==> config.mk <==
export PLATFORM = sky130hd
export DESIGN_NAME = dma_read_port
export DESIGN_NICKNAME = d
export VERILOG_FILES = /design/src/verilog/loopback_pkg.sv /design/src/verilog/dma_read_port.sv
export SDC_FILE = /design/constraint.sdc
export NUM_CORES = 1
export LEC_CHECK = 0
export BUFFER_PORTS_ARGS = -buffer_cell sky130_fd_sc_hd__clkbuf_2
export CAP_MARGIN = 0
export CORE_ASPECT_RATIO = 1.5
export CORE_UTILIZATION = 36
export CTS_CLUSTER_SIZE = 10
export DETAILED_ROUTE_END_ITERATION = 8
export GPL_ROUTABILITY_DRIVEN = 0
export PLACE_DENSITY = 0.82
export SLEW_MARGIN = 15
export SYNTH_ARGS = -nofsm -noshare
export SYNTH_HDL_FRONTEND = slang
export SYNTH_SLANG_ARGS = --single-unit
==> constraint.sdc <==
create_clock -name okClk -period 1.6 [get_ports okClk]
set_input_delay 0.16 -clock okClk [delete_from_list [all_inputs] [get_ports okClk]]
set_output_delay 0.16 -clock okClk [all_outputs]
set_load 0.05 [all_outputs]
==> src/verilog/loopback_pkg.sv <==
package loopback_pkg;

	// ----------------------------------------
	// Sizes
	// ----------------------------------------
	localparam int WORD_W        = 32;
	localparam int BLOCK_WORDS   = 16;  // Burst length and throttle unit
	localparam int BLOCK_OFS_W   = 4;
	localparam int MEM_BLOCKS    = 16;
	localparam int BLOCK_IDX_W   = 5;   // One extra bit for full vs empty ring
	localparam int MEM_ADDR_W    = 8;
	localparam int FIFO_DEPTH    = 64;
	localparam int FIFO_CNT_W    = 7;
	localparam int FIFO_HEADROOM = 4;

	// One memory beat, from a DMA port through the arbiter to the RAM
	typedef struct packed {
		logic                  en;
		logic                  we;
		logic [MEM_ADDR_W-1:0] addr;
		logic [WORD_W-1:0]     wdata;
	} mem_req_t;

	typedef enum logic [2:0] {
		IDLE,
		REQ,
		BURST,
		DRAIN,
		RELEASE
	} dma_state_e;

	typedef enum logic [1:0] {
		FREE,
		GRANT,
		WAIT_DROP
	} arb_state_e;

endpackage
==> src/verilog/dma_read_port.sv <==
`timescale 1ns/1ns

module dma_read_port (
	input  logic                                 okClk,
	input  logic                                 reset_i,
	input  logic                                 reads_en_i,
	input  logic [loopback_pkg::BLOCK_IDX_W-1:0] wr_blocks_i,
	output logic [loopback_pkg::BLOCK_IDX_W-1:0] rd_blocks_o,
	input  logic [loopback_pkg::FIFO_CNT_W-1:0]  out_count_i,
	output logic                                 req_o,
	input  logic                                 ack_i,
	output loopback_pkg::mem_req_t               beat_o,
	input  logic                                 rd_valid_i,
	input  logic [loopback_pkg::WORD_W-1:0]      rd_data_i,
	output logic                                 out_push_o,
	output logic [loopback_pkg::WORD_W-1:0]      out_data_o
);

	loopback_pkg::dma_state_e state;
	logic [loopback_pkg::BLOCK_OFS_W-1:0] word_ofs;
	logic can_start;
	logic beat_active;
	logic last_beat;

	// A written block and room for all of it downstream
	assign can_start = reads_en_i
		&& (wr_blocks_i != rd_blocks_o)
		&& (out_count_i <= loopback_pkg::FIFO_CNT_W'(loopback_pkg::FIFO_DEPTH -
			loopback_pkg::BLOCK_WORDS));

	assign beat_active = ack_i && (state == loopback_pkg::REQ || state == loopback_pkg::BURST);
	assign last_beat   = beat_active && (word_ofs == '1);

	always_comb begin
		beat_o.en    = beat_active;
		beat_o.we    = 1'b0;
		beat_o.addr  = {rd_blocks_o[loopback_pkg::MEM_ADDR_W-loopback_pkg::BLOCK_OFS_W-1:0],
			word_ofs};
		beat_o.wdata = '0;
	end

	// ----------------------------------------
	// Returning words into the pipe-out FIFO
	// ----------------------------------------
	assign out_push_o = rd_valid_i
		&& (state == loopback_pkg::BURST || state == loopback_pkg::DRAIN);
	assign out_data_o = rd_data_i;

	always_ff @(posedge okClk) begin
		if (reset_i) begin
			state       <= loopback_pkg::IDLE;
			req_o       <= 1'b0;
			word_ofs    <= '0;
			rd_blocks_o <= '0;
		end else begin
			if (beat_active)
				word_ofs <= word_ofs + 1'b1;
			case (state)
				loopback_pkg::IDLE: begin
					if (can_start) begin
						req_o <= 1'b1;
						state <= loopback_pkg::REQ;
					end
				end
				loopback_pkg::REQ: begin
					if (ack_i)
						state <= loopback_pkg::BURST;
				end
				loopback_pkg::BURST: begin
					if (last_beat)
						state <= loopback_pkg::DRAIN;   // Last word still in flight
				end
				loopback_pkg::DRAIN: begin
					if (rd_valid_i) begin
						req_o       <= 1'b0;
						rd_blocks_o <= rd_blocks_o + 1'b1;
						state       <= loopback_pkg::RELEASE;
					end
				end
				loopback_pkg::RELEASE: begin
					if (!ack_i)
						state <= loopback_pkg::IDLE;
				end
				default: state <= loopback_pkg::IDLE;
			endcase
		end
	end

endmodule

# [Word-level counts from Yosys, hierarchy flattened]
# Cells that the tools add are included.
[totals] wordCells=39 output_inout_bits=81 regBits=13 in_bits=49
[classes] magnitude_cmp=1 add_sub_neg=2 n_reduce_logical=12 n_eq_ne=11 muxes=9
[ops] cell="$mux 3" count=5
[ops] cell="$pmux 3 s5" count=1
[ops] cell="$ne 2x2->1 const B" count=5
[ops] cell="$le 7x6->1 const B" count=1
[ops] cell="$eq 3x2->1 const B" count=2
[ops] cell="$add 5x1->5 const B" count=1
[ops] cell="$logic_and 1x1->1" count=5
[ops] cell="$ne 5x5->1" count=1
[ops] cell="$reduce_and 5->1" count=1
[ops] cell="$add 4x1->4 const B" count=1
[ops] cell="$eq 4x4->1 const B" count=1
[ops] cell="$eq 3x1->1 const B" count=1
[ops] cell="$eq 3x3->1 const B" count=1
[ops] cell="$logic_not 3->1" count=1
[ops] cell="$reduce_and 3->1" count=1
[ops] cell="$logic_or 1x1->1" count=2
[ops] cell="$mux 1" count=2
[ops] cell="$pmux 1 s2" count=1
[ops] cell="$reduce_and 2->1" count=1
[ops] cell="$reduce_bool 2->1" count=1

# [Logic depth before layout (Yosys ltp)]
# Gate-level depths: netlist of the first run.
[logic_depth] word_depth=6 ltp_mapped=6 depth_no_buf=5

# [Least setup slack after synthesis of the first run]
# Ideal clock, no wire load.
[synth_path] path_type="register -> register" from="register word_ofs[0] (netlist bit)" to="register state[0]" required_time_ps=1521 path_slack_ps=40 path_stages_with_launch=6 path_buffers=0 arrival_ps=1481 setup_time_ps=79 cell_sequence="dfxtp_1 ha_1 and4b_2 and4_1 a31oi_1 a22oi_1"
[synth_between] elab_chain_cells=4
[synth_rtl] element="start, declared" line="dma_read_port.sv:20" text="logic [loopback_pkg::BLOCK_OFS_W-1:0] word_ofs;"
[synth_rtl] element="start signal, assigned" line="dma_read_port.sv:57" text="word_ofs <= word_ofs + 1'b1;"
[synth_rtl] element="$eq 4x4->1" line="dma_read_port.sv:32" text="assign last_beat = beat_active && (word_ofs == '1);"
[synth_rtl] element="$logic_and 1x1->1" line="dma_read_port.sv:32"
[synth_rtl] element="$ne 2x2->1 (no source line)"
[synth_rtl] element="$reduce_and 5->1 (no source line)"
[synth_rtl] element="end signal, assigned" line="dma_read_port.sv:51" text="state <= loopback_pkg::IDLE;"
[synth_rtl] element="end signal, assigned" line="dma_read_port.sv:62" text="state <= loopback_pkg::REQ;"
[synth_rtl] element="end signal, assigned" line="dma_read_port.sv:67" text="state <= loopback_pkg::BURST;"
[synth_rtl] element="end, declared" line="dma_read_port.sv:19" text="loopback_pkg::dma_state_e state;"
# No other way between the ends.
# A chain may end at the register's enable or synchronous reset.

==> results of run 1 <==
==> flip-flops by register name (all words and copies together), names as in the netlist <==
register	count
req_o	1
word_ofs	4
state	3
rd_blocks_o	5
==> cells in the final DEF (no fill, tap or decap), drive strengths merged <==
cell type / Yosys / layout
clkbuf: 1 / 36
conb: 1 / 33
dfxtp: 13 / 13
nor2: 11 / 11
xnor2: 8 / 8
nand2: 5 / 5
xor2: 5 / 5
nand3: 4 / 4
nor3: 4 / 4
buf: 74 / 4
nand4: 3 / 3
nor2b: 2 / 2
a21oi: 2 / 2
a22oi: 2 / 2
ha: 2 / 2
and4b: 2 / 2
nor3b: 1 / 1
or4: 1 / 1
nand4b: 1 / 1
nand3b: 1 / 1
o21ai: 1 / 1
nor4b: 1 / 1
and4: 1 / 1
a31oi: 1 / 1
and4bb: 1 / 1
mux2i: 1 / 1
==> layer usage <==
metal	routed length, um	track usage	up-vias
met3	249	0.0364	20
met4	155	0.145	0
li1	-	-	373
met5	0	0	-
met2	955	0.185	58
met1	733	0.101	350
==> cell families (layout without fill, tap and decap cells) <==
| family | after synthesis | in the layout | synth area share |
|---|---|---|---|
| AO/OA/AOI/OAI | 6 | 6 | 0.0286 |
| XOR/XNOR | 13 | 13 | 0.104 |
| adder cells (fa/ha/maj) | 2 | 2 | 0.0197 |
| buffers and inverters | 75 | 40 | 0.442 |
| flip-flops | 13 | 13 | 0.205 |
| multiplexers | 1 | 1 | 0.00788 |
| other | 1 | 33 | 0.00295 |
| AND/OR/NAND/NOR | 38 | 38 | 0.189 |
==> final cells by class <==
class	instances	share of cell area
Tap cell	42	0.0469
Timing Repair Buffer	36	0.172
Sequential cell	13	0.234
Multi-Input combinational cell	93	0.507
Clock buffer	4	0.0402
==> stage by stage <==
stage	hold WS, ns	std cells
after global placement	0.320	184
after detailed placement	0.320	184
final	0.242	188
after CTS	0.241	188
after floorplan	0.237	181
after global routing	0.272	188
==> power groups by stage <==
stage / combinational, mW / clock [mW] / sequential [mW]
final: 0.277 / 0.305 / 0.341
after global routing: 0.290 / 0.321 / 0.342
after detailed placement: 0.275 / 0 / 0.347
after global placement: 0.273 / 0 / 0.347
after CTS: 0.276 / 0.307 / 0.340
after floorplan: 0.511 / 0 / 0.357
==> path summary, 6_finish.rpt <==
kind,from,end,slack (ns),cells past startpoint
setup / recovery,state[0],beat_o[41],0.13,3
hold / removal,ack_i,state[2],0.24,3
setup reg to reg,word_ofs[0],state[0],0.22,5
hold reg to reg,req_o,req_o,0.49,2
==> Yosys cell counts (2+ instances only) <==
cell type / count / area, um2
nand2_1: 5 / 18.8
a22oi_1: 2 / 15.0
dfxtp_1: 13 / 260
xor2_1: 5 / 43.8
buf_2: 2 / 10.0
nor3_1: 4 / 20.0
buf_6: 2 / 22.5
a21oi_1: 2 / 10.0
buf_4: 70 / 526
nand4_1: 3 / 18.8
nor2_1: 11 / 41.3
xnor2_1: 7 / 61.3
nor2b_1: 2 / 12.5
ha_1: 2 / 25.0
nand3_1: 4 / 20.0
==> worst max-delay path, cell delays in order (launching register included) <==
cell and delay, ns:
dfxtp_2 0.36, xnor2_4 0.17, nor3b_4 0.25, clkbuf_4 0.28
==> what timing repair did <==
item                       in CTS  in global routing
resized for setup               1                  2
pin swaps                       0                  0
setup buffers                   0                  0
setup endpoints to repair       1                  2
==> results.json, run 1 <==
{
  "crit_required_ns": 1.44,
  "synth_edf_count": 0,
  "cts_buffers": 3,
  "grt_pass1_vias": 676,
  "cts_tree": "yes",
  "drc": 0,
  "place_ws_ns": 0.240,
  "cts_root_buf": "clkbuf_8",
  "internal_power_mw": 0.556,
  "path_class": "reg -> out",
  "seqPwrFrac": 0.370,
  "drt-vias-per-instance": 4.26,
  "fin_area_mm2": 0.00112,
  "async_reset_ff_frac": 0,
  "syn_inst": 149,
  "worstPathMaxFanout": 4,
  "io_buffers": 32,
  "path_clk_slew_ns": 0.06,
  "drive_above_1_share": 0.315,
  "swShare": 0.398,
  "nets": 198,
  "dpl.hpwl_um": 1660,
  "p_switching_mw": 0.367,
  "fp.dieW_um": 50.5,
  "start_util": 0.375,
  "finalWirelength_um": 2090,
  "fin_crit_ns": 1.47,
  "leakage_nw": 0.537,
  "die_y_um": 74.7,
  "avgSynthCellArea_um2": 8.52,
  "drtAntennaViolNets": 0,
  "peakVddDrop_mv": 0.299,
  "placed_area_mm2": 0.00107,
  "power_per_cell_area_mw_per_mm2": 823,
  "ctsLongestPathBuffers": 2,
  "tns_ns": 0,
  "status": "completed",
  "antenna_cells": 0,
  "grt-ovfl-total": 0,
  "hold_buffers": 0,
  "synth-seq-area-share": 0.205,
  "cp-end-kind": "primary output",
  "start_kind": "flop",
  "area_delta_synth_final_pct": -11.7,
  "routedWlPerCell_um": 11.1,
  "hold_path_class": "in -> reg",
  "multi_input_area_um2": 568,
  "dieArea_mm2": 0.00377,
  "grt_max_degree": 15,
  "fillers": 357,
  "vias": 801,
  "setup_violations": 0,
  "final_hold_viol_count": 0,
  "cts_htree_levels": 1,
  "antenna_found_initial": 0,
  "maxSlewViolCount": 0,
  "rows": 26,
  "regArea_um2": 263,
  "fin_skew_ns": 0.00302,
  "synth-seq-cells": 13,
  "yosys_warnings": 0,
  "yosysUniqueCellTypes": 30,
  "drt-pass1-iter-count": 4,
  "clock_power_share": 0.331,
  "core-area_mm2": 0.00338,
  "final_core_util": 0.331,
  "arrival_ns": 1.31,
  "clock_latency_ns": 0.25,
  "p_comb_frac": 0.300,
  "min_period_over_period": 0.917,
  "fmax_mhz": 681,
  "rsz0062_at_grt": "false",
  "worst_slack_ns": 0.132,
  "yosys_most_used_dff": "dfxtp_1",
  "num_io_pins": 130,
  "drt-initial-drc-count": 16,
  "grt_pass1_wl_um": 3020,
  "synth_area_mm2": 0.00127,
  "drv_cap": 0,
  "power_mw": 0.922,
  "numClockSinks": 13,
  "grtUsageTotal": 0.114
}
No activity file was read; power rests on OpenSTA's default activity.
==> run 2, diff against run 1 <==
--- a/config.mk
+++ b/config.mk
@@ -13,6 +13,7 @@
 export DETAILED_ROUTE_END_ITERATION = 8
 export GPL_ROUTABILITY_DRIVEN = 0
 export PLACE_DENSITY = 0.82
+export RECOVER_POWER = 100
 export SLEW_MARGIN = 15
 export SYNTH_ARGS = -nofsm -noshare
 export SYNTH_HDL_FRONTEND = slang
==> results.json, run 2 (same netlist as run 1, synthesis figures left out) <==
{
  "crit_buf_inv": 1,
  "final_common_cell": "conb_1",
  "grtUsageTotal": 0.114,
  "routedWlPerCell_um": 11.2,
  "drt-initial-drc-count": 9,
  "dpl.hpwl_um": 1660,
  "cp_top_family": "flip-flops",
  "path_cells": "xnor2_1 -> nor3b_4 -> clkbuf_4",
  "ctsLongestPathBuffers": 2,
  "start_util": 0.375,
  "drv_cap": 0,
  "cts_tree": "yes",
  "maxSlewViolCount": 0,
  "multi_input_area_um2": 534,
  "area_delta_synth_final_pct": -15.8,
  "die_y_um": 74.7,
  "tns_ns": 0,
  "num_io_pins": 130,
  "finalWirelength_um": 2110,
  "drt-vias-per-instance": 4.34,
  "antenna_cells": 0,
  "crit_required_ns": 1.44,
  "grt_pass1_vias": 676,
  "slowest_delay_ns": 0.34,
  "drtAntennaViolNets": 0,
  "cts_htree_levels": 1,
  "drive_above_1_share": 0.205,
  "fin_crit_ns": 1.48,
  "worstMarginPinSlew_ns": 0.611,
  "dieArea_mm2": 0.00377,
  "rows": 26,
  "top_regs": "rd_blocks_o (5), word_ofs (4), state (3)",
  "cts_setup_buffers": 0,
  "fp.dieW_um": 50.5,
  "layout_common_cells": "conb_1, clkbuf_2, clkbuf_1",
  "power_mw": 0.911,
  "slew_headroom": 0.594,
  "io_buffers": 32,
  "peakVddDrop_mv": 0.297,
  "numClockSinks": 13,
  "fillers": 365,
  "fin_skew_ns": 0.00352,
  "regMostFlops": "rd_blocks_o",
  "status": "completed",
  "antenna_found_initial": 0,
  "drt-pass1-iter-count": 4,
  "grt-ovfl-total": 0,
  "rsz0062_at_grt": "false",
  "vias": 815,
  "grt_max_degree": 15,
  "cp-end-kind": "primary output",
  "final_core_util": 0.316,
  "drc": 0,
  "leakage_nw": 0.480,
  "final_hold_viol_count": 0,
  "fmax_mhz": 676,
  "clock_latency_ns": 0.25,
  "largest_reg_flops": 5,
  "arrival_ns": 1.32,
  "setup_violations": 0,
  "power_per_cell_area_mw_per_mm2": 852,
  "grt_pass1_wl_um": 3020,
  "regArea_um2": 263,
  "nets": 198,
  "core-area_mm2": 0.00338,
  "hold_path_class": "in -> reg",
  "cts_buffers": 3,
  "min_period_over_period": 0.925,
  "cts_root_buf": "clkbuf_8",
  "crit_slowest_cell": "dfxtp_2",
  "start_kind": "flop",
  "worstPathMaxFanout": 4,
  "path_clk_slew_ns": 0.05,
  "path_class": "reg -> out"
}
run 2: cell counts in the layout (fill, tap and decap cells not counted):
No cell type changed its count.
run 2: metrics by stage:
stage,instance area (um2),cells,setup WS [ns],hold WS (ns)
after floorplan,1390,181,0.0397,0.237
after global placement,1070,184,0.265,0.320
after detailed placement,1070,184,0.240,0.320
after CTS,1120,188,0.0327,0.241
after global routing,1070,188,0.0418,0.261
final,1070,188,0.121,0.237
run 2: path summary, 6_finish.rpt:
path                                  start    endpoint  slack (ns)  cells after the start
worst min-delay path                  ack_i    state[2]        0.24                      3
worst max register to register  word_ofs[0]    state[0]        0.23                      5
worst max-delay path               state[1]  beat_o[41]        0.12                      3
worst min register to register        req_o       req_o        0.51                      2
run 2: repair_timing:
item / CTS / global route
hold buffers: 0 / 0
endpoints found under the hold margin: 0 / 0
gates resized for setup: 1 / 2
setup endpoints to repair: 1 / 2
gates cloned: 0 / 0
run 2: cell type report:
cell class / instances / share of cell area
Sequential cell: 13 / 0.246
Timing Repair Buffer: 36 / 0.164
Multi-Input combinational cell: 93 / 0.499
Clock buffer: 4 / 0.0421
Tap cell: 42 / 0.0491
run 2: power breakdown:
part           internal [mW]  leakage [nW]  switching (mW)  total (mW)
registers              0.331         0.106         0.00729       0.339
clock network          0.176        0.0228           0.127       0.303
logic                 0.0414         0.351           0.227       0.269
run 2: tightest hold or removal path: cells and delay by family:
kind	cells	cell delay, ns
AND/OR/NAND/NOR	1	0.09
AO/OA/AOI/OAI	1	0.06
buffers and inverters	1	0.13
run 2: per-layer routing:
| metal | global-route usage | up-vias | wire (um) |
|---|---|---|---|
| met5 | 0 | - | 0 |
| met4 | 0.145 | 0 | 155 |
| met3 | 0.0364 | 20 | 249 |
| met2 | 0.185 | 58 | 967 |
| met1 | 0.101 | 361 | 737 |
| li1 | - | 376 | - |
==> run 3, diff against run 2 <==
--- a/config.mk
+++ b/config.mk
@@ -14,6 +14,8 @@
 export GPL_ROUTABILITY_DRIVEN = 0
 export PLACE_DENSITY = 0.82
 export RECOVER_POWER = 100
+export SETUP_SLACK_MARGIN = 0.3
+export SKIP_CTS_REPAIR_TIMING = 1
 export SLEW_MARGIN = 15
 export SYNTH_ARGS = -nofsm -noshare
 export SYNTH_HDL_FRONTEND = slang
==> results.json, run 3 (same netlist as run 1, synthesis figures left out) <==
{
  "wl_met3_um": 256,
  "die_y_um": 74.7,
  "cts_root_buf": "clkbuf_8",
  "layout_common_cells": "conb_1, clkbuf_2, clkbuf_1",
  "drt-pass1-iter-count": 4,
  "final_common_cell": "conb_1",
  "grt_pass1_wl_um": 3440,
  "vias": 821,
  "r2r-end": "word_ofs[3]",
  "io_buffers": 32,
  "final_core_util": 0.332,
  "arrival_ns": 1.57,
  "worstMarginPinSlew_ns": 0.637,
  "finalWirelength_um": 2200,
  "core-area_mm2": 0.00338,
  "numClockSinks": 13,
  "cts_buffers": 3,
  "start_kind": "flop",
  "fin_crit_ns": 1.44,
  "grtUsageTotal": 0.127,
  "regMostFlops": "rd_blocks_o",
  "worstPathMaxFanout": 4,
  "dpl.hpwl_um": 1690,
  "crit_required_ns": 1.73,
  "largest_reg_flops": 5,
  "path_clk_slew_ns": 0.06,
  "drive_above_1_share": 0.262,
  "slowest_delay_ns": 0.40,
  "num_io_pins": 130,
  "min_period_over_period": 0.897,
  "crit_slowest_cell": "nor4b_1",
  "dr_wl_met2_um": 1030,
  "drc": 0,
  "drtAntennaViolNets": 0,
  "grt_pass1_vias": 764,
  "cp-end-kind": "flop",
  "rows": 26,
  "top_regs": "rd_blocks_o (5), word_ofs (4), state (3)",
  "peakVddDrop_mv": 0.404,
  "top_layer": "met4",
  "multi_input_area_um2": 557,
  "dieArea_mm2": 0.00377,
  "ctsLongestPathBuffers": 2,
  "antenna_cells": 0,
  "setup_violations": 0,
  "antenna_found_initial": 0,
  "rsz0062_at_grt": "true",
  "routedWlPerCell_um": 11.5,
  "fmax_mhz": 697,
  "cts_htree_levels": 1,
  "status": "completed",
  "leakage_nw": 0.492,
  "fin_skew_ns": 0.00515,
  "fillers": 378,
  "regArea_um2": 270,
  "grt_max_degree": 15,
  "drt-vias-per-instance": 4.30,
  "drt-initial-drc-count": 14,
  "ff2ff_setup_slack_ns": 0.16,
  "slew_headroom": 0.577,
  "min_from": "ack_i",
  "start_util": 0.375,
  "maxSlewViolCount": 0,
  "grt-ovfl-total": 0,
  "area_delta_synth_final_pct": -11.6,
  "tns_ns": 0,
  "min_path_cells": 3,
  "cts_tree": "yes",
  "power_per_cell_area_mw_per_mm2": 818,
  "fp.dieW_um": 50.5,
  "final_hold_viol_count": 0,
  "r2r_start": "state[1]",
  "worstRegToRegCells": 5,
  "hold_end": "state[2]",
  "nets": 201,
  "crit_top_cell": "xnor2_1",
  "path_cells": "xnor2_1 -> buf_4 -> nor4b_1 -> xnor2_1 -> nor2_1",
  "drv_cap": 0,
  "hold_path_class": "in -> reg",
  "clock_latency_ns": 0.25,
  "wl_met1_um": 746,
  "path_class": "reg -> reg"
}
run 3: worst max-delay path by stage:
stage,startpoint,endpoint,cells past startpoint
floorplan,word_ofs[0],state[0],5
global placement,state[0],beat_o[41],3
detailed placement,state[1],beat_o[41],3
CTS,state[1],beat_o[41],3
global route,state[1],word_ofs[2],5
finish,state[1],word_ofs[3],5
run 3: area by class of cell:
cell class                      instances  share of cell area
Timing Repair Buffer                   39               0.176
Sequential cell                        13               0.241
Multi-Input combinational cell         93               0.496
Clock buffer                            4              0.0401
Tap cell                               42              0.0468
run 3: through the flow:
stage               power (mW)  area [um2]  std cells  hold slack (ns)  setup WS, ns
floorplan                0.869        1400        181            0.237         0.220
global placement         0.621        1070        183            0.320         0.295
detailed placement       0.623        1070        183            0.320         0.282
CTS                      0.927        1120        187            0.251       0.00728
global route             0.961        1120        191            0.285        0.0899
finish                   0.918        1120        191            0.245         0.164
run 3: critical path: cells and delay by family (launching register included):
family,cells,cell delay (ns)
xor gates and xnor gates,2,0.35
buffers and inverters,1,0.16
DFF,1,0.35
and+or+nand+nor,2,0.45
run 3: where the power goes:
part | leakage (nW) | internal (mW) | switching [mW]
Clock | 0.0228 | 0.176 | 0.123
Sequential | 0.108 | 0.330 | 0.00760
Combinational | 0.360 | 0.0501 | 0.231
Total | 0.492 | 0.556 | 0.362
run 3: metal layers:
layer | vias up | global-route usage
met5 | - | 0
met4 | 0 | 0.157
met3 | 21 | 0.0384
met2 | 57 | 0.218
met1 | 359 | 0.104
li1 | 384 | -
